==> src/line_buf_pkg.sv <==
package line_buf_pkg;

// Ring geometry.
localparam int NUM_SLICES  = 8;
localparam int IDX_W       = 3;

// Line geometry.
localparam int LINE_PIXELS = 32;
localparam int COL_W       = 5;

localparam int SEQ_W       = 7;  // Wraps after 127.
localparam int PIX_W       = 24; // Three 8-bit RGB channels.

// Input pixel as it arrives from the source.
typedef struct packed {
    logic [PIX_W-1:0] data;
    logic             sof;
} pix_in_t;

// Per-line metadata kept beside each slice RAM.
typedef struct packed {
    logic [SEQ_W-1:0] seq;
    logic             sof;
} line_meta_t;

// Output pixel with its line flags.
typedef struct packed {
    logic [PIX_W-1:0] data;
    logic             sof;
    logic             eol;
    logic [SEQ_W-1:0] seq;
} pix_out_t;

typedef enum logic {
    RD_IDLE,
    RD_LINE
} rd_state_t;

endpackage

==> src/line_writer.sv <==
`timescale 1ns/1ps

module line_writer
    import line_buf_pkg::*;
(
    input  logic             clk,
    input  logic             nrst,
    input  logic             pix_valid,
    input  pix_in_t          pix_in,
    input  logic [IDX_W-1:0] rd_idx,
    output logic [IDX_W-1:0] wr_idx,
    output logic [COL_W-1:0] wr_col,
    output logic [PIX_W-1:0] wr_data,
    output logic             commit,
    output line_meta_t       commit_meta,
    output logic             drop
);

logic             sof_q;
logic [SEQ_W-1:0] seq_q;
logic             full;
logic             line_end;

assign wr_data = pix_in.data;

// The slice under write is never readable, so 7 lines fill the ring.
assign full = (wr_idx + IDX_W'(1)) == rd_idx;

assign line_end = pix_valid && (wr_col == COL_W'(LINE_PIXELS - 1));
assign commit   = line_end && !full;
assign drop     = line_end && full; // Slice stays and takes the next line.

assign commit_meta.seq = seq_q;
assign commit_meta.sof = sof_q;

// Column counter that wraps to 0 after the last pixel of a line.
always_ff @(posedge clk or negedge nrst) begin
    if (!nrst) begin
        wr_col <= '0;
    end else if (pix_valid) begin
        wr_col <= wr_col + COL_W'(1);
    end
end

// Start-of-frame is taken from the first pixel only.
always_ff @(posedge clk or negedge nrst) begin
    if (!nrst) begin
        sof_q <= 1'b0;
    end else if (pix_valid && (wr_col == '0)) begin
        sof_q <= pix_in.sof;
    end
end

// Dropped lines consume neither a slice nor a sequence number.
always_ff @(posedge clk or negedge nrst) begin
    if (!nrst) begin
        wr_idx <= '0;
        seq_q  <= '0;
    end else if (commit) begin
        wr_idx <= wr_idx + IDX_W'(1);
        seq_q  <= seq_q + SEQ_W'(1); // 127 rolls over to 0.
    end
end

endmodule

==> config.mk <==
export PLATFORM = sky130hd
export DESIGN_NAME = line_writer
export DESIGN_NICKNAME = d
export VERILOG_FILES = /design/src/line_buf_pkg.sv /design/src/line_writer.sv
export SDC_FILE = /design/constraint.sdc
export NUM_CORES = 1
export LEC_CHECK = 0
export ABC_CLOCK_PERIOD_IN_PS = 1710
export BUFFER_PORTS_ARGS = -buffer_cell sky130_fd_sc_hd__buf_2
export CORE_MARGIN = 3
export CORE_UTILIZATION = 35
export DETAILED_ROUTE_END_ITERATION = 8
export GPL_ROUTABILITY_DRIVEN = 1
export PLACE_DENSITY = 0.79
export SYNTH_ARGS = -nofsm -noshare
export SYNTH_HDL_FRONTEND = slang
export SYNTH_SLANG_ARGS = --single-unit
==> constraint.sdc <==
create_clock -name clk -period 1.71 [get_ports clk]
set_input_delay 0.342 -clock clk [delete_from_list [all_inputs] [get_ports clk]]
set_output_delay 0.342 -clock clk [all_outputs]
set_load 0.05 [all_outputs]
==> run_summary.xml <==
<?xml version="1.0" encoding="UTF-8"?>
<metrics>
  <group name="run_status">
    <metric name="run_status" unit="">finished with violations</metric>
    <metric name="violations" unit="">negative setup slack</metric>
  </group>
  <group name="cts">
    <metric name="clock_tree_from_tritoncts" unit="">yes</metric>
    <metric name="numClockSinks" unit="">16</metric>
    <metric name="numCtsBuffers" unit="">3</metric>
    <metric name="ctsLongestPathBuffers" unit="">2</metric>
    <metric name="htree_num_levels" unit="">1</metric>
    <metric name="cts_root_buffer" unit="">sky130_fd_sc_hd__clkbuf_4</metric>
    <metric name="clkSlewWorstSetupHoldPaths" unit="ps">90</metric>
    <metric name="clock_latency" unit="ps">290</metric>
  </group>
  <group name="global_route">
    <metric name="groute.usage.overall" unit="%">12.1</metric>
    <metric name="antenna_found_initial" unit="">0</metric>
    <metric name="gr-usage-met2" unit="%">18.5</metric>
    <metric name="grt_util_met3" unit="%">3.73</metric>
    <metric name="grt_pass1_wl" unit="um">3050</metric>
    <metric name="groute.layer.met1.usage" unit="%">14.7</metric>
    <metric name="grt_pass1_vias" unit="">680</metric>
    <metric name="most_used_routing_layer_in_global_routing" unit="">met2</metric>
    <metric name="pin_count_of_the_biggest_net_entering_global_routing" unit="">17</metric>
    <metric name="grt-ovfl-total" unit="">0</metric>
  </group>
  <group name="sta">
    <metric name="finClkSkew" unit="ps">1.63</metric>
    <metric name="actual_transition_at_the_worst_max_transition_pin" unit="ps">364</metric>
    <metric name="post-route-worst-setup-slack" unit="ps">-233</metric>
    <metric name="timing.final.hold_violations" unit="">0</metric>
    <metric name="finalCriticalPeriod" unit="ps">1940</metric>
    <metric name="sum_of_negative_setup_slack" unit="ps">-1890</metric>
    <metric name="setup_viol" unit="">11</metric>
    <metric name="maxSlewViolCount" unit="">0</metric>
    <metric name="fin_worst_hold_slack" unit="ps">280</metric>
    <metric name="maxClockFrequency" unit="MHz">515</metric>
    <metric name="grt_setup_unrepaired" unit="">true</metric>
    <metric name="timing.max_slew.rel_slack" unit="%">75.7</metric>
    <metric name="final_min_period_over_clock_period" unit="%">114</metric>
  </group>
  <group name="routing">
    <metric name="drt-pass1-iter-count" unit="">4</metric>
    <metric name="routed_via_count" unit="">667</metric>
    <metric name="post-route-drc-count" unit="">0</metric>
    <metric name="wl_per_cell" unit="um">14.3</metric>
    <metric name="drt_iter0_drc" unit="">9</metric>
    <metric name="viasPerCell" unit="">4.83</metric>
    <metric name="antenna_violating_nets_post_route" unit="">0</metric>
    <metric name="finalWirelength" unit="um">1970</metric>
  </group>
  <group name="placement">
    <metric name="globalplace.congestion" unit="">0.729</metric>
    <metric name="dpl.hpwl" unit="um">1410</metric>
    <metric name="portBuffers" unit="">24</metric>
  </group>
  <group name="hold_path">
    <metric name="worstHoldStart" unit="">pix_in[0]</metric>
    <metric name="hold_path_class" unit="">in -&gt; reg</metric>
  </group>
  <group name="pwr">
    <metric name="powerDensity" unit="nW/um2">1490</metric>
    <metric name="ir_worst_vdd" unit="mV">0.770</metric>
    <metric name="design_power_total" unit="mW">1.87</metric>
    <metric name="leakage_power_figure" unit="nW">0.625</metric>
  </group>
  <group name="die">
    <metric name="die_x" unit="um">58.6</metric>
    <metric name="floorplan.die_area" unit="um2">3430</metric>
    <metric name="floorplan.core_area" unit="um2">2540</metric>
    <metric name="rows" unit="">18</metric>
    <metric name="num_io_pins" unit="">73</metric>
    <metric name="overall_die_height" unit="um">58.6</metric>
    <metric name="initial_core_util" unit="%">38.0</metric>
  </group>
  <group name="synth">
    <metric name="synth_cell_types" unit="">17</metric>
    <metric name="seq_area_frac_synth" unit="%">41.4</metric>
    <metric name="synth_area_per_cell" unit="um2">11.0</metric>
    <metric name="seq_cells_post_synth" unit="">16</metric>
    <metric name="netlist_area" unit="um2">967</metric>
    <metric name="yosysWarnings" unit="">0</metric>
    <metric name="mappedNetlistNets" unit="">124</metric>
    <metric name="postSynthCellCount" unit="">88</metric>
  </group>
  <group name="setup_path">
    <metric name="critical_path_origin" unit="">wr_idx[0]</metric>
    <metric name="critical_path.n_buffers_inverters" unit="">3</metric>
    <metric name="cp.required" unit="ps">1370</metric>
    <metric name="cp_slowest_stage_delay" unit="ps">430</metric>
    <metric name="timing.critical_path.slowest_stage_cell" unit="">sky130_fd_sc_hd__dfrtp_2</metric>
    <metric name="worst_setup_path_end_kind" unit="">output port</metric>
    <metric name="cpLargestDelayFamily" unit="">buffers and inverters</metric>
    <metric name="wp_data_arrival" unit="ps">1600</metric>
    <metric name="crit_top_cell" unit="">sky130_fd_sc_hd__buf_4</metric>
    <metric name="worstPathCellList" unit="">buf_4, xor2_2, buf_4, a31oi_4, buf_6</metric>
    <metric name="start_kind" unit="">flip-flop</metric>
    <metric name="setup.worst_path.class" unit="">reg -&gt; out</metric>
    <metric name="critical_path_peak_fanout" unit="">3</metric>
    <metric name="worst_r2r_startpoint" unit="">wr_idx[0]</metric>
  </group>
  <group name="finish">
    <metric name="commonest_cells_after_routing_fill_and_taps_aside" unit="">22 x sky130_fd_sc_hd__buf_2, 10 x sky130_fd_sc_hd__buf_4, 10 x sky130_fd_sc_hd__dfrtp_1, 9 x sky130_fd_sc_hd__buf_6</metric>
    <metric name="final_nets" unit="">145</metric>
    <metric name="layout_cell_share_with_drive_strength_beyond_1" unit="%">63.0</metric>
    <metric name="layout_commonest_cell" unit="">sky130_fd_sc_hd__buf_2</metric>
    <metric name="synth_to_final_area_change" unit="%">29.8</metric>
    <metric name="num_antenna_cells" unit="">0</metric>
  </group>
  <group name="run">
    <metric name="maximum_capacitance_violations" unit="">0</metric>
  </group>
</metrics>
[flip-flops by register name, indices dropped and copies added (netlist names)]
name,cells
wr_col,5
wr_idx,3
seq_q,7
sof_q,1
[worst paths after layout]
path / endpoint / cells after the start / slack [ps]
min in group asynchronous: seq_q[4] / 2 / 480
worst max-delay path: commit / 5 / -230
max in group asynchronous: wr_idx[2] / 2 / 950
worst min-delay path: sof_q / 2 / 280
worst min register to register: seq_q[6] / 1 / 490
worst max register to register: wr_idx[1] / 9 / -210
[logic make-up (layout without fill, tap and decap cells)]
group | after synthesis | in the layout | share of synthesized area [%]
adder cells (fa/ha/maj) | 5 | 5 | 6.47
flip-flops | 16 | 16 | 41.4
AND/OR/NAND/NOR | 18 | 18 | 9.31
buffers and inverters | 28 | 48 | 20.6
AO/OA/AOI/OAI | 3 | 3 | 3.23
multiplexers | 5 | 5 | 5.82
XOR/XNOR | 13 | 13 | 13.2
[synthesized netlist by cell type]
master	count	share of area, %
sky130_fd_sc_hd__and3_1	2	1.3
sky130_fd_sc_hd__clkbuf_1	1	0.39
sky130_fd_sc_hd__xnor3_1	1	2.3
sky130_fd_sc_hd__nor3_1	1	0.52
sky130_fd_sc_hd__nand4_1	5	3.2
sky130_fd_sc_hd__nand2_1	6	2.3
sky130_fd_sc_hd__buf_4	25	19
sky130_fd_sc_hd__dfrtp_1	16	41
sky130_fd_sc_hd__mux2_2	5	5.8
sky130_fd_sc_hd__o21ai_0	2	1.0
sky130_fd_sc_hd__xor2_1	4	3.6
sky130_fd_sc_hd__a31oi_4	1	2.2
sky130_fd_sc_hd__inv_1	2	0.78
sky130_fd_sc_hd__xnor2_1	8	7.2
sky130_fd_sc_hd__ha_1	5	6.5
sky130_fd_sc_hd__nand3_1	3	1.6
sky130_fd_sc_hd__nor2_1	1	0.39
[cell type report]
| cell class | instances | area (um2) |
|---|---|---|
| tap | 30 | 37.5 |
| fill | 242 | 1290 |
| inverter | 2 | 7.51 |
| sequential | 16 | 408 |
| timing repair buffer | 42 | 297 |
| multi-input combinational | 44 | 469 |
| clock buffer | 4 | 36.3 |
[through the flow]
stage | area [um2] | cells | setup WS (ps) | utilization (%)
6_report | 1250 | 138 | -233 | 49.3
5_1_grt | 1250 | 138 | -287 | 49.3
4_1_cts | 1170 | 135 | -269 | 45.9
3_5_place_dp | 1050 | 128 | -33.8 | 41.4
3_3_place_gp | 1050 | 128 | -26.5 | 41.4
2_1_floorplan | 997 | 88 | -446 | -
[worst reg2reg max path, stage by stage (launching register included)]
cell                      delay, ps
sky130_fd_sc_hd__dfrtp_2        430
sky130_fd_sc_hd__buf_4          160
sky130_fd_sc_hd__xor2_2         180
sky130_fd_sc_hd__buf_4          150
sky130_fd_sc_hd__a31oi_4        200
sky130_fd_sc_hd__buf_6          130
sky130_fd_sc_hd__buf_6           80
sky130_fd_sc_hd__buf_6           90
sky130_fd_sc_hd__buf_6          110
sky130_fd_sc_hd__mux2_4         290
[timing repair]
action / in CTS / in global routing
endpoints found under the setup margin: 10 / 11
setup buffers: 1 / 4
resized for setup: 13 / 12
pin swaps: 5 / 2
gates cloned: 1 / 0
hold endpoints to repair: 16 / 0
hold buffers: 1 / 0
[routing by layer]
metal  vias to the layer above  share of wire (%)
li1                        307                  -
met1                       324                 38
met2                        31                 50
met3                         5                 10
met4                         0                2.0
met5                         -                  0
[power breakdown]
group,internal (mW),total (mW),switching (mW)
Sequential,0.487,0.580,0.0934
Combinational,0.394,1.03,0.639
Clock,0.130,0.253,0.123
Total,1.01,1.87,0.856
No activity file was read; power rests on OpenSTA's default activity.
