**src/line_buf_pkg.sv**
```systemverilog
package line_buf_pkg;

// Ring geometry.
localparam int NUM_SLICES  = 8;
localparam int IDX_W       = 3;

// Line geometry.
localparam int LINE_PIXELS = 32;
localparam int COL_W       = 5;

localparam int SEQ_W       = 7;  // Wraps after 127.
localparam int PIX_W       = 24; // Three 8-bit RGB channels.

// Input pixel as it arrives from the source.
typedef struct packed {
    logic [PIX_W-1:0] data;
    logic             sof;
} pix_in_t;

// Per-line metadata kept beside each slice RAM.
typedef struct packed {
    logic [SEQ_W-1:0] seq;
    logic             sof;
} line_meta_t;

// Output pixel with its line flags.
typedef struct packed {
    logic [PIX_W-1:0] data;
    logic             sof;
    logic             eol;
    logic [SEQ_W-1:0] seq;
} pix_out_t;

typedef enum logic {
    RD_IDLE,
    RD_LINE
} rd_state_t;

endpackage

```
**src/line_slice.sv**
```systemverilog
`timescale 1ns/1ps

module line_slice
    import line_buf_pkg::*;
(
    input  logic             clk,
    input  logic             nrst,
    input  logic             wr_en,
    input  logic [COL_W-1:0] wr_col,
    input  logic [PIX_W-1:0] wr_data,
    input  logic [COL_W-1:0] rd_col,
    output logic [PIX_W-1:0] q,
    input  logic             meta_load,
    input  line_meta_t       meta_in,
    output line_meta_t       meta
);

logic [PIX_W-1:0] mem [LINE_PIXELS];

// One line of pixels with write and read both on the rising edge.
always_ff @(posedge clk) begin
    if (wr_en) begin
        mem[wr_col] <= wr_data;
    end
    q <= mem[rd_col]; // Registered read.
end

// Sequence number and start-of-frame of the line held here.
always_ff @(posedge clk or negedge nrst) begin
    if (!nrst) begin
        meta <= '0;
    end else if (meta_load) begin
        meta <= meta_in;
    end
end

endmodule

```
**config.mk**
```make
export PLATFORM = sky130hd
export DESIGN_NAME = line_slice
export DESIGN_NICKNAME = d
export VERILOG_FILES = /design/src/line_buf_pkg.sv /design/src/line_slice.sv
export SDC_FILE = /design/constraint.sdc
export NUM_CORES = 1
export LEC_CHECK = 0
export BUFFER_PORTS_ARGS = -buffer_cell sky130_fd_sc_hd__buf_2
export CAP_MARGIN = 20
export CELL_PAD_IN_SITES_DETAIL_PLACEMENT = 0
export CELL_PAD_IN_SITES_GLOBAL_PLACEMENT = 1
export CORE_ASPECT_RATIO = 1.2
export CORE_MARGIN = 3
export CORE_UTILIZATION = 29
export DETAILED_ROUTE_END_ITERATION = 10
export GPL_ROUTABILITY_DRIVEN = 1
export PLACE_DENSITY = 0.5
export SETUP_SLACK_MARGIN = 0.4
export SLEW_MARGIN = 20
export SYNTH_ARGS = -nofsm -noshare
export SYNTH_HDL_FRONTEND = slang
export SYNTH_SLANG_ARGS = --single-unit
```
**constraint.sdc**
```tcl
create_clock -name clk -period 3.05 [get_ports clk]
set_input_delay 0.915 -clock clk [delete_from_list [all_inputs] [get_ports clk]]
set_output_delay 0.915 -clock clk [all_outputs]
set_load 0.1 [all_outputs]
```
==> summary.md, run 1 <==
| Metric | Value |
|---|---|
| Status | `complete, no violations` |
| Crit-path slowest cell | `buf_2` |
| Crit Path Max Fanout | `1` |
| Tmin final | `2523 ps` |
| Syn Nets | `1774` |
| Gpl congestion | `0.7222` |
| CP top delay family | `buffers and inverters` |
| PwrDens | `659.6 nW/µm²` |
| Vert. Die Dim | `362.9 µm` |
| Register area share after synthesis | `77.14%` |
| Core ar. | `105100 µm²` |
| Slew Viols, Final | `0` |
| FMAX | `396.4 MHz` |
| Syn Inst Count | `1728` |
| Starting density of the core | `29.29%` |
| Worst Tran Pin Value | `700.4 ps` |
| PortBufs | `77` |
| Post-Route Utilization | `34.90%` |
| PnR worst setup slack | `527.1 ps` |
| CP Capture Type | `output pin` |
| Pre-CTS WS | `142.3 ps` |
| CTS Buf Count | `84` |
| Grt ovf | `0` |
| Clock Latency Late Sink | `660 ps` |
| Resized cells post-CTS | `0` |
| CP Cell Sequence | `buf_2` |
| Final Cycle Share | `82.72%` |
| Post-synthesis cell type count | `26` |
| Most Crowded Layer GR | `met2` |
| Yosys top cell area share | `74.93%` |
| # H-tree levels | `3` |
| Worst VDD drop | `0.3538 mV` |
| Inst Count DP | `3197` |
| Initial antenna violation count | `6` |
| # Post-CTS Setup Buffers | `0` |
| Die area | `110100 µm²` |
| Ys Warns | `0` |
| Met2 Usage GRT | `26.43%` |
| Residual DRC | `0` |
| Post-CTS Hold Fix Bufs | `0` |
| Yosys top cell by area | `edfxtp_1` |
| DRT Pass-1 Iters | `6` |
| CTS root buf | `clkbuf_16` |
| Clk pin slew, worst setup/hold paths | `60 ps` |
| MaxCap Viol Count | `0` |
| WL per Instance | `24.95 µm` |
| Post-route ant nets | `0` |
| Overall global routing resource usage | `15.26%` |
| Vias in the first global route | `16.60k` |
| CP Class | `reg2out` |
| CTS Sinks | `800` |
| Hold WS | `111.0 ps` |
| Layout cells sized above 1 | `18.33%` |
| Hpwl dp | `48.38 mm` |
| Setup TNS | `0 ps` |
| Final-report setup violation count | `0` |
| Maximum clock insertion buffer count | `3` |
| Synth area leaders | `edfxtp_1, mux2i_1, a22oi_1` |
| Finished Layout Cells | `3355` |
| Leakage | `12.69 nW` |
| Final Hold Viols | `0` |
| Drt initial violations | `1051` |
| First-pass GRT wire length | `120.2 mm` |
| Largest net degree at the start of global routing | `40` |
| Area Growth Syn to Fin | `19.14%` |
| Net count, final | `1943` |
| Critical path buffers and inverters | `1` |
| Logic depth of the worst path, buffers included | `1` |
| RSZ-0062 raised after global routing | `false` |
| # rows | `130` |
| TritonCTS clock tree | `done` |
| Io pins | `78` |
| Netlist Area Pre-Place | `30780 µm²` |
| Met1 Use GR | `19.86%` |
| Die width | `303.4 µm` |
| M3 GR Usage | `2.433%` |
| Crit path launch type | `flip-flop` |
| Total wire length | `83.72 mm` |
| Worst Hold Class | `in2async` |
| Slowest stage delay, CP | `490 ps` |
| Total Power | `24.18 mW` |
| Setup Skew | `35.65 ps` |
| Worst r2r path cells | `6` |
| Mapped Avg Cell Area | `17.81 µm²` |
| Post-Layout Inst Area | `36670 µm²` |
| Crit path arrival time | `1610 ps` |
| DR vias/cell | `4.743` |
| N_diodes | `0` |
| WP data required | `2130 ps` |
| Synthesized flop and latch total | `800` |
| Post-DP Area | `33840 µm²` |
| RR Startpoint | `mem[5][21]` |
| Crit path from | `q[19]` |
| Rel. slew slack | `53.30%` |
| DR vias | `15.91k` |
per-layer routing:
metal	up-vias	routed length (µm)
met3	107	3247
met4	8	1619
li1	7179	-
met5	-	48
met1	8336	36270
met2	282	42530
area by class of cell:
class                      count  area, µm²
clock inverter                39      456.7
sequential                   800      23740
clock buffer                 119       2374
multi-input combinational    829       6676
fill                        9944      68410
timing repair buffer         182       1684
tap                         1386       1734
cell usage in the layout (no fill, tap or decap), types with 3 or more instances in the layout:
| cell | n |
|---|---|
| nand2_1 | 74 |
| clkbuf_8 | 14 |
| clkinv_16 | 4 |
| a21oi_1 | 72 |
| buf_12 | 40 |
| clkbuf_1 | 21 |
| a22o_1 | 48 |
| or3b_2 | 3 |
| dfrtp_1 | 8 |
| mux2i_1 | 384 |
| clkinvlp_4 | 7 |
| nand3b_1 | 5 |
| nand3_1 | 74 |
| edfxtp_1 | 768 |
| a22oi_1 | 72 |
| buf_4 | 65 |
| clkinv_1 | 6 |
| buf_2 | 76 |
| nor2_4 | 33 |
| clkbuf_16 | 84 |
| clkinv_2 | 14 |
| mux2_2 | 8 |
| a31oi_1 | 24 |
| bufinv_16 | 5 |
| dfxtp_1 | 24 |
| nor3_1 | 24 |
cell usage after synthesis:
library cell	count
a21oi_1	72
a22o_1	48
a22oi_1	72
a31oi_1	24
and2_1	1
buf_1	4
buf_2	29
buf_4	13
buf_6	22
clkbuf_1	30
clkbuf_4	1
dfrtp_1	8
dfxtp_1	24
edfxtp_1	768
mux2_2	8
mux2i_1	384
nand2_1	74
nand2b_1	2
nand3_1	74
nand3b_1	5
nor2_1	34
nor2b_1	2
nor3_1	24
or2_1	1
or3_1	1
or3b_2	3
path summary, 6_finish.rpt:
kind / slack, ps / endpoint
min reg2reg: 500 / meta[0]
min in group clk: 500 / meta[0]
min: 110 / meta[0]
max: 530 / q[19]
max in group asynchronous: 2780 / meta[1]
max reg2reg: 1380 / q[21]
registers in the layout, summed over array words and instances (netlist names):
signal	cells
meta	8
q	24
mem	768
power by group:
part,switching [mW],leakage [nW],internal (mW)
combinational,1.19,4.11,0.450
sequential,0.0722,7.21,12.2
clock,4.33,1.36,5.92
logic make-up after synthesis:
group / count (synthesis) / share of synthesized area [%]
flops: 800 / 77.14
mux: 392 / 12.78
simple gates: 221 / 3.261
compound gates: 216 / 4.781
buf+inv: 99 / 2.033
No activity file was read; power rests on OpenSTA's default activity.
==> run 2: changes to the inputs <==
- clock period: 3.05 -> 2.35 ns (I/O delays scaled with it)
==> summary.md, run 2 (synthesized netlist as in run 1, its figures left out) <==
| Metric | Value |
|---|---|
| Slew Viols, Final | `0` |
| CTS root buf | `clkbuf_16` |
| WL per Instance | `24.85 µm` |
| Final Hold Viols | `0` |
| Overall global routing resource usage | `15.38%` |
| Worst Tran Pin Value | `647.1 ps` |
| Io pins | `78` |
| Residual DRC | `0` |
| Crit-path slowest cell | `dfrtp_1` |
| First-pass GRT wire length | `121.1 mm` |
| Tmin final | `1934 ps` |
| Crit path arrival time | `1230 ps` |
| Clock Latency Late Sink | `640 ps` |
| Post-route ant nets | `0` |
| Setup Skew | `18.99 ps` |
| Most frequent cells in the layout | `edfxtp_1, mux2i_1, buf_12` |
| Gpl congestion | `0.7270` |
| Starting density of the core | `29.29%` |
| Total wire length | `84.52 mm` |
| N_diodes | `0` |
| # Post-CTS Setup Buffers | `0` |
| Most common cell after layout, fill and taps aside | `edfxtp_1` |
| PortBufs | `77` |
| Leakage | `13.15 nW` |
| Crit Path Max Fanout | `2` |
| Pre-CTS WS | `-96.43 ps` |
| Status | `complete, no violations` |
| Rel. slew slack | `56.86%` |
| CP top delay family | `flip-flops` |
| Critical path buffers and inverters | `1` |
| PwrDens | `829.5 nW/µm²` |
| CTS Buf Count | `85` |
| Final-report setup violation count | `0` |
| Initial antenna violation count | `5` |
| Worst r2r path cells | `5` |
| CP Capture Type | `output pin` |
| # H-tree levels | `3` |
| Hpwl dp | `50.03 mm` |
| Largest regs | `mem: 768 flops, q: 24 flops, meta: 8 flops` |
| Slowest stage delay, CP | `410 ps` |
| DR vias/cell | `4.701` |
| Biggest register | `mem` |
| Max reg flops | `768` |
| CTS Sinks | `800` |
| Maximum clock insertion buffer count | `3` |
| MaxCap Viol Count | `0` |
| Area Growth Syn to Fin | `23.12%` |
| Vert. Die Dim | `362.9 µm` |
| Net count, final | `1988` |
| DRT Pass-1 Iters | `5` |
| Grt ovf | `0` |
| Clk pin slew, worst setup/hold paths | `60 ps` |
| WP data required | `1640 ps` |
| Largest net degree at the start of global routing | `33` |
| TritonCTS clock tree | `done` |
| Die width | `303.4 µm` |
| CP Class | `reg2out` |
| Vias in the first global route | `16.99k` |
| Hold path depth | `2` |
| PnR worst setup slack | `415.7 ps` |
| Logic depth of the worst path, buffers included | `1` |
| Layout cells sized above 1 | `20.30%` |
| Drt initial violations | `813` |
| Setup TNS | `0 ps` |
| # rows | `130` |
| Die area | `110100 µm²` |
| FMAX | `517.0 MHz` |
| Worst Hold Class | `in2reg` |
| Crit path launch type | `flip-flop` |
| Core ar. | `105100 µm²` |
| RSZ-0062 raised after global routing | `true` |
| CP Cell Sequence | `buf_12` |
| DR vias | `15.99k` |
| Worst VDD drop | `0.4695 mV` |
| Final Cycle Share | `82.31%` |
-- run 2: cell types whose count changed in the layout (fill, tap and decap cells not counted), sizes merged --
| cell | before | now |
|---|---|---|
| clkinv | 26 | 21 |
| buf | 182 | 225 |
| clkbuf | 119 | 129 |
| inv | 1 | 4 |
| clkinvlp | 7 | 1 |
| dlygate4sd3 | 0 | 1 |
-- run 2: what timing repair did --
action / in CTS / in global routing
gates resized for setup: 138 / 2
endpoints found under the setup margin: 32 / 10
gates cloned: 0 / 0
endpoints found under the hold margin: 8 / 0
hold buffers: 1 / 0
-- run 2: final cells by class --
cell class,count,area [µm²]
Clock inverter,31,350.3
Fill cell,9925,67180
Multi-Input combinational cell,829,6691
Clock buffer,129,2372
Tap cell,1386,1734
Timing Repair Buffer,226,2965
Sequential cell,800,23780
-- run 2: metrics by stage --
stage / cells / cell area [µm²] / hold WS [ps] / power [mW] / util, %
floorplan: 1728 / 31060 / 409.4 / 17.59 / -
global placement: 3240 / 34690 / 487.1 / 18.47 / 33.01
detailed placement: 3240 / 34690 / 489.9 / 18.50 / 33.01
CTS: 3401 / 37880 / 257.9 / 31.88 / 36.05
global route: 3401 / 37890 / 284.4 / 32.56 / 36.06
finish: 3401 / 37890 / 307.5 / 31.43 / 36.06
-- run 2: worst paths after layout --
path                       endpoint        from  slack [ps]
max reg2reg                    q[4]   mem[1][4]         860
min                         meta[4]  meta_in[4]         310
max in group asynchronous   meta[0]        nrst        1740
max                         meta[5]     meta[5]         420
min reg2reg                 meta[4]     meta[4]         590
min in group asynchronous   meta[5]        nrst         450
-- run 2: per-layer routing --
layer	routed length [µm]	track usage, %	vias up	share of wire, %
met5	45	0	-	0.053
met1	35920	19.26	8292	42
met4	1891	4.076	6	2.2
met2	43810	27.46	272	52
met3	2856	2.469	123	3.4
li1	-	-	7295	-
-- run 2: power by group --
group	internal, mW	leakage, nW	switching, mW
registers	15.9	7.22	0.121
clock network	7.57	1.32	5.45
logic	0.859	4.61	1.56
