==> config.mk <==
export PLATFORM = sky130hd
export DESIGN_NAME = line_reader
export DESIGN_NICKNAME = d
export VERILOG_FILES = /design/src/line_buf_pkg.sv /design/src/line_reader.sv
export SDC_FILE = /design/constraint.sdc
export NUM_CORES = 1
export LEC_CHECK = 0
export CAP_MARGIN = 0
export CORE_AREA = 2 2 118 120
export DETAILED_ROUTE_END_ITERATION = 10
export DIE_AREA = 0 0 120 122
export DONT_BUFFER_PORTS = 1
export GPL_TIMING_DRIVEN = 0
export PLACE_DENSITY_LB_ADDON = 0.3
export SYNTH_ARGS = -nofsm -noshare
export SYNTH_HDL_FRONTEND = slang
export SYNTH_SLANG_ARGS = --single-unit
==> constraint.sdc <==
create_clock -name clk -period 4.75 [get_ports clk]
set_clock_uncertainty 0.2 [all_clocks]
set_input_delay 0.475 -clock clk [delete_from_list [all_inputs] [get_ports clk]]
set_output_delay 0.475 -clock clk [all_outputs]
set_load 0.01 [all_outputs]
==> src/line_buf_pkg.sv <==
package line_buf_pkg;

// Ring geometry.
localparam int NUM_SLICES  = 8;
localparam int IDX_W       = 3;

// Line geometry.
localparam int LINE_PIXELS = 32;
localparam int COL_W       = 5;

localparam int SEQ_W       = 7;  // Wraps after 127.
localparam int PIX_W       = 24; // Three 8-bit RGB channels.

// Input pixel as it arrives from the source.
typedef struct packed {
    logic [PIX_W-1:0] data;
    logic             sof;
} pix_in_t;

// Per-line metadata kept beside each slice RAM.
typedef struct packed {
    logic [SEQ_W-1:0] seq;
    logic             sof;
} line_meta_t;

// Output pixel with its line flags.
typedef struct packed {
    logic [PIX_W-1:0] data;
    logic             sof;
    logic             eol;
    logic [SEQ_W-1:0] seq;
} pix_out_t;

typedef enum logic {
    RD_IDLE,
    RD_LINE
} rd_state_t;

endpackage

==> src/line_reader.sv <==
`timescale 1ns/1ps

module line_reader
    import line_buf_pkg::*;
(
    input  logic             clk,
    input  logic             nrst,
    input  logic             rd_en,
    input  logic [IDX_W-1:0] wr_idx,
    output logic [IDX_W-1:0] rd_idx,
    output logic [COL_W-1:0] rd_col,
    input  logic [PIX_W-1:0] slice_q [NUM_SLICES],
    input  line_meta_t       slice_meta [NUM_SLICES],
    output logic             out_valid,
    output pix_out_t         pix_out
);

rd_state_t        state;
logic             ring_empty;
logic             issue;
logic             last_col;
logic [IDX_W-1:0] rd_idx_inc;

// Tag of the read in flight.
logic             tag_valid;
logic [IDX_W-1:0] tag_idx;
logic [COL_W-1:0] tag_col;
line_meta_t       sel_meta;

assign ring_empty = wr_idx == rd_idx;
assign rd_idx_inc = rd_idx + IDX_W'(1);
assign issue      = (state == RD_LINE) && rd_en; // rd_en low holds the column.
assign last_col   = rd_col == COL_W'(LINE_PIXELS - 1);

always_ff @(posedge clk or negedge nrst) begin
    if (!nrst) begin
        state  <= RD_IDLE;
        rd_idx <= '0;
        rd_col <= '0;
    end else begin
        case (state)
            RD_IDLE: begin
                if (!ring_empty) begin
                    state  <= RD_LINE;
                    rd_col <= '0;
                end
            end
            RD_LINE: begin
                if (issue) begin
                    rd_col <= rd_col + COL_W'(1);
                    if (last_col) begin
                        // Release the slice back to the writer.
                        rd_idx <= rd_idx_inc;
                        if (wr_idx == rd_idx_inc) begin
                            state <= RD_IDLE;
                        end
                    end
                end
            end
            default: state <= RD_IDLE;
        endcase
    end
end

// Slice index and column follow the registered RAM read by one cycle.
always_ff @(posedge clk or negedge nrst) begin
    if (!nrst) begin
        tag_valid <= 1'b0;
        tag_idx   <= '0;
        tag_col   <= '0;
    end else begin
        tag_valid <= issue;
        tag_idx   <= rd_idx;
        tag_col   <= rd_col;
    end
end

assign sel_meta  = slice_meta[tag_idx];
assign out_valid = tag_valid;

always_comb begin
    pix_out.data = slice_q[tag_idx];
    pix_out.sof  = tag_valid && (tag_col == '0) && sel_meta.sof;
    pix_out.eol  = tag_valid && (tag_col == COL_W'(LINE_PIXELS - 1));
    pix_out.seq  = sel_meta.seq;
end

endmodule

==> run_results.csv, run 1 <==
group,metric,value,unit
floorplan,die_area,14600,um^2
layout,fillers,1401,
timing,tns,0,ps
route,dr.pass1.iters,7,
setup_path,end_kind,"primary output",
timing,slew_headroom,44.2,%
clock_tree,cts_buffers,3,
setup_path,cp.arrival,2220,ps
yosys,ys_types,25,
timing,hold_viol,0,
setup_path,crit_type,"reg -> out",
route,drt.antenna.violating_nets,0,
timing,tightest_slew,834,ps
yosys,ys.flop_type,"dfrtp_1",
global_route,grt_max_degree,19,
yosys,yosys_warnings,0,
clock_tree,cts_setup_buffers,0,
yosys,synth.largest_area_cell,"mux4_1",
placement,dp_cells,357,
clock_tree,insertion_delay,250,ps
yosys,netlist_area,2930,um^2
timing,slew_violations,0,
setup_path,path_max_fanout,10,
timing,max_freq,0.346,GHz
route,vias,2132,
global_route,antenna_found_initial,4,
yosys,synth_top_area_share,55.6,%
floorplan,pin_count,304,
power_and_ir_drop,power,1.53,mW
global_route,overflow,0,
power_and_ir_drop,power_density,470,nW/um^2
yosys,synth_seq_cells,18,
hold_path,hp-class,"in -> reg",
timing,whs,328,ps
clock_tree,clock-sinks,18,
global_route,first_global_vias,2204,
yosys,synth_area_leaders,"mux4_1 56%, dfrtp_1 15%, mux2_2 13%",
yosys,synthArstFlopShare,100,%
layout,drive_gt1_share,26.9,%
clock_tree,path_clk_slew,50,ps
clock_tree,cts_resized,0,
route,routed_wl,11.1,mm
job,drv_cap,0,
yosys,synth.most_common_cell,"mux4_1",
layout,fin_area,3260,um^2
power_and_ir_drop,ir_worst_vdd,0.183,mV
timing,setup_viol,0,
setup_path,start_kind,"register",
timing,rsz0062_at_grt,"false",
layout,multiInputGateArea,2350,um^2
clock_tree,max-clock-path-buffers,2,
placement,placed_area,3150,um^2
yosys,syn_avg_cell_area,16.5,um^2
floorplan,die_w,120,um
route,drc_errors,0,
timing,post-route-period-util,60.9,%
clock_tree,htreeDepth,1,
placement,io_buffers,0,
placement,dp_hpwl,9.35,mm
layout,finalNonFillerCells,365,
clock_tree,cts-root-buf,"clkbuf_16",
route,drt-wirelength-per-cell,30.5,um
layout,area_growth,11.3,%
route,first_iter_violations,158,
placement,place_congestion,0.850,
layout,area.sequential,450,um^2
timing,period_minus_slack,2890,ps
floorplan,start_util,21.7,%
floorplan,row_count,43,
yosys,synth_nets,442,
global_route,grt_util_all_layers,14.1,%
clock_tree,cts_tree,"done",
power_and_ir_drop,cellLeakagePower,1.11,nW
global_route,grt_pass1_wl,15.1,mm
route,via_per_inst,5.84,
setup_path,worstPathRequired,4070,ps
yosys,synth_cells,177,
yosys,synth-edff-count,0,
layout,final_nets,448,
run_status,status,"complete, no violations",
yosys,yosysSeqAreaShare,15.4,%
yosys,ys_top_cells_by_count,"62 x mux4_1, 34 x mux2_2, 18 x dfrtp_1",
floorplan,coreArea,13500,um^2
floorplan,die_y,122,um
==> worst paths after layout <==
path | to | depth (start not counted) | slack (ps) | startpoint
worst max-delay path | pix_out[32] | 4 | 1860 | tag_idx[1]
worst max register to register | rd_idx[1] | 5 | 2850 | rd_col[0]
max in group asynchronous | tag_idx[0] | 1 | 3260 | nrst
min in group asynchronous | rd_col[0] | 1 | 570 | nrst
worst min register to register | tag_col[4] | 0 | 340 | rd_col[4]
worst min-delay path | rd_col[1] | 3 | 330 | wr_idx[1]
==> kinds of logic after synthesis <==
group / count (synthesis) / share of synthesized area (%)
buffers and inverters: 20 / 4.40
adders and majority gates: 3 / 1.28
xor gates and xnor gates: 10 / 2.99
muxes: 99 / 70.6
DFF: 18 / 15.4
and+or+nand+nor: 21 / 3.93
AOI/OAI and AO/OA: 6 / 1.41
==> area by class of cell <==
class	count	share of cell area (%)
Buffer	20	3.95
Multi-Input combinational cell	139	72.1
Antenna cell	3	0.230
Timing Repair Buffer	1	0.307
Sequential cell	18	13.8
Clock buffer	4	2.73
Tap cell	180	6.91
==> stage by stage <==
stage | worst slack [ps] | utilization (%)
floorplan | 2630 | -
global placement | 2080 | 23.3
detailed placement | 2080 | 23.3
CTS | 1820 | 24.1
global route | 1760 | 24.1
finish | 1860 | 24.1
==> power by group <==
group	switching [mW]	internal, mW	total [mW]
sequential	0.0771	0.210	0.287
combinational	0.473	0.585	1.06
clock	0.0585	0.128	0.187
==> critical path, stage by stage (launching register included) <==
cell      delay, ps
dfrtp_1         310
buf_2           270
clkbuf_1        640
mux4_2          420
mux2_2          320
==> layout by cell type (no fill, tap or decap) <==
cell            n
a2bb2oi_1       1
and3_1          1
nor3_1          1
dlygate4sd3_1   1
nor4_1          1
nand2b_1        2
mux4_2          2
mux2i_1         1
buf_1           4
diode_2         3
o21ai_0         3
nand4_1         5
xor2_1          3
and2_1          1
nand3_1         3
dfrtp_1        18
ha_1            3
buf_6           7
clkbuf_16       3
o2bb2ai_1       2
mux2_2         34
buf_2           1
clkbuf_8        1
xnor2_1         7
nor2_1          1
mux4_1         62
or4b_2          1
nand2_1         5
clkbuf_1        8
==> repair_timing <==
item | CTS | global route
hold buffers | 1 | 0
setup endpoints to repair | 0 | 0
hold endpoints to repair | 18 | 0
==> flip-flops by register name (all words and copies together) (netlist names) <==
| signal | flops |
|---|---|
| out_valid | 1 |
| rd_col | 5 |
| rd_idx | 3 |
| state | 1 |
| tag_col | 5 |
| tag_idx | 3 |
==> metal layers <==
layer / global-route usage (%) / share of wire (%)
met5: 0 / 0
met4: 2.35 / 0.89
met3: 4.49 / 11
met2: 24.5 / 50
met1: 17.3 / 38
(Power assumes the default switching activity.)
==> run 2: changes to the inputs <==
--- a/config.mk
+++ b/config.mk
@@ -5,10 +5,11 @@
 export SDC_FILE = /design/constraint.sdc
 export NUM_CORES = 1
 export LEC_CHECK = 0
+export ABC_AREA = 1
 export CAP_MARGIN = 0
-export CORE_AREA = 2 2 118 120
+export CORE_AREA = 2 2 117 119
 export DETAILED_ROUTE_END_ITERATION = 10
-export DIE_AREA = 0 0 120 122
+export DIE_AREA = 0 0 119 121
 export DONT_BUFFER_PORTS = 1
 export GPL_TIMING_DRIVEN = 0
 export PLACE_DENSITY_LB_ADDON = 0.3
==> constraint.sdc (replaced) <==
create_clock -name clk -period 2.3 [get_ports clk]
set_clock_uncertainty 0.2 [all_clocks]
set_input_delay 0.23 -clock clk [delete_from_list [all_inputs] [get_ports clk]]
set_output_delay 0.23 -clock clk [all_outputs]
set_load 0.01 [all_outputs]
==> run_results.csv, run 2 <==
group,metric,value,unit
layout,area_growth,12.2,%
timing,slew_violations,0,
yosys,synth_seq_cells,18,
yosys,synth.largest_area_cell,"o21ai_0",
clock_tree,htreeDepth,1,
timing,period_minus_slack,2210,ps
clock_tree,path_clk_slew,50,ps
yosys,yosys_warnings,0,
power_and_ir_drop,power,1.38,mW
power_and_ir_drop,p_int,838,uW
global_route,overflow,0,
setup_path,critPathMostFrequentCell,"nand2_1",
hold_path,hold_depth,2,
power_and_ir_drop,p_seq_share,34.7,%
clock_tree,insertion_delay,240,ps
placement,pre_cts_slack,152,ps
timing,slew_headroom,45.9,%
yosys,synth-xor-area-share,1.80,%
timing,tns,0,ps
job,drv_cap,0,
clock_tree,cts_buffers,3,
layout,area.sequential,450,um^2
floorplan,die_w,119,um
layout,mostFrequentLayoutCell,"nor2_1",
setup_path,path_max_fanout,10,
clock_tree,max-clock-path-buffers,2,
yosys,synthAdderAreaFrac,1.29,%
power_and_ir_drop,power_density,423,nW/um^2
floorplan,start_util,22.3,%
hold_path,hp-class,"in -> reg",
route,drt.antenna.violating_nets,0,
placement,placed_area,3140,um^2
yosys,synthArstFlopShare,100,%
yosys,synth_top_area_share,20.8,%
power_and_ir_drop,swShare,39.4,%
placement,dp_hpwl,13.6,mm
yosys,synth-simple-area-share,35.9,%
timing,setup_slack,94.4,ps
timing,setup_viol,0,
layout,final_nets,818,
power_and_ir_drop,p_comb_share,38.1,%
power_and_ir_drop,ir_worst_vdd,0.327,mV
power_and_ir_drop,cellLeakagePower,1.36,nW
route,dr.pass1.iters,5,
global_route,first_global_vias,3798,
yosys,netlist_area,2920,um^2
global_route,grt_util_all_layers,21.5,%
yosys,synth-edff-count,0,
setup_path,crit_chain,"inv_2 > buf_6 > buf_2 > nor2_1 > o22ai_1 > nand2_1 > nand2_1",
floorplan,die_area,14400,um^2
layout,drive_gt1_share,9.06,%
setup_path,crit_type,"reg -> out",
layout,reg_top3,"rd_col: 5 flops, tag_col: 5 flops",
layout,layout_common_cells,"129 x nor2_1, 125 x nand2_1, 121 x o21ai_0, 62 x o22ai_1, 18 x dfrtp_1",
clock_tree,cts_tree,"done",
route,drc_errors,0,
placement,place_congestion,0.890,
yosys,synth_mux_area_share,0.386,%
yosys,synth_area_leaders,"o21ai_0 21%, nor2_1 17%, nand2_1 16%",
power_and_ir_drop,pwr-share-clk,27.2,%
timing,post-route-period-util,95.9,%
yosys,ys.flop_type,"dfrtp_1",
global_route,grt_pass1_wl,23.3,mm
setup_path,r2r_cells,9,
yosys,synth_nets,812,
setup_path,cp.arrival,1780,ps
layout,fin_area,3270,um^2
power_and_ir_drop,p_sw,545,uW
yosys,ys_types,26,
timing,rsz0062_at_grt,"false",
floorplan,coreArea,13100,um^2
setup_path,end_kind,"primary output",
yosys,yosysSeqAreaShare,15.4,%
setup_path,slowest_stage,"dfrtp_1",
yosys,synth_cells,547,
global_route,grt_max_degree,19,
timing,whs,29.4,ps
clock_tree,clock-sinks,18,
run_status,status,"complete, no violations",
timing,max_freq,0.453,GHz
timing,tightest_slew,809,ps
route,vias,4017,
placement,io_buffers,0,
layout,fillers,1553,
global_route,antenna_found_initial,4,
route,routed_wl,16.7,mm
floorplan,pin_count,304,
route,first_iter_violations,375,
yosys,synth_top_family_by_area,"simple AND/OR/NAND/NOR gates",
route,drt-wirelength-per-cell,22.8,um
setup_path,crit_path_max_incr_delay,410,ps
setup_path,worstPathRequired,1870,ps
clock_tree,cts-root-buf,"clkbuf_16",
route,via_per_inst,5.50,
timing,hold_viol,0,
layout,multiInputGateArea,2170,um^2
floorplan,row_count,42,
yosys,syn_avg_cell_area,5.33,um^2
yosys,ys_top_cells_by_count,"129 x nor2_1, 125 x nand2_1, 121 x o21ai_0",
yosys,synth.most_common_cell,"nor2_1",
yosys,synth_compound_area_share,34.9,%
floorplan,die_y,121,um
setup_path,start_kind,"register",
## run 2: repair_timing
action                                  4_1_cts  5_1_grt
setup buffers                                 0        0
hold buffers                                  1        0
gates resized for setup                       4       23
hold endpoints to repair                     18        0
endpoints found under the setup margin        7       26
## run 2: final timing paths
path	from	end	slack, ps
worst max-delay path	tag_idx[0]	pix_out[13]	90
worst min-delay path	rd_en	out_valid	30
min in group asynchronous	nrst	rd_idx[1]	320
worst min register to register	rd_col[3]	tag_col[3]	290
worst max register to register	rd_col[1]	state	450
max in group asynchronous	nrst	tag_col[2]	1080
## run 2: layout make-up
type / count / area share [%]
tap: 176 / 6.73
antenna: 3 / 0.229
timing repair buffer: 1 / 0.306
multi-input combinational: 470 / 66.2
sequential: 18 / 13.8
buffer: 47 / 8.52
clock buffer: 4 / 2.71
inverter: 12 / 1.49
## run 2: layer usage
layer	vias to the layer above	track usage, %	routed length [um]	share of wire (%)
met2	270	36.5	7900	47
met5	-	0	13	0.078
met3	18	5.97	1650	9.9
li1	1879	-	-	-
met4	2	3.87	249	1.5
met1	1848	27.5	6850	41
## run 2: power by group through the flow
stage | clock network, mW | registers [mW] | logic [mW]
2_1_floorplan | 0 | 0.459 | 0.392
3_3_place_gp | 0 | 0.482 | 0.509
3_5_place_dp | 0 | 0.485 | 0.512
4_1_cts | 0.379 | 0.480 | 0.523
5_1_grt | 0.403 | 0.494 | 0.596
6_report | 0.376 | 0.480 | 0.527
## run 2: kinds of logic after synthesis
logic type	Yosys count
compound gates	188
xor+xnor	6
flops	18
buf+inv	59
mux	1
fa+ha+maj	3
simple gates	272
## run 2: metrics by stage
step                instances  utilization, %
floorplan                 547               -
finish                    731            25.0
global placement          723            24.0
global route              729            25.0
CTS                       728            24.8
detailed placement        723            24.0
## run 2: critical path, delay by kind of cell, from the launching register on
family	cells	cell delay, ps
buf+inv	3	480
flops	1	410
simple gates	3	360
compound gates	1	280
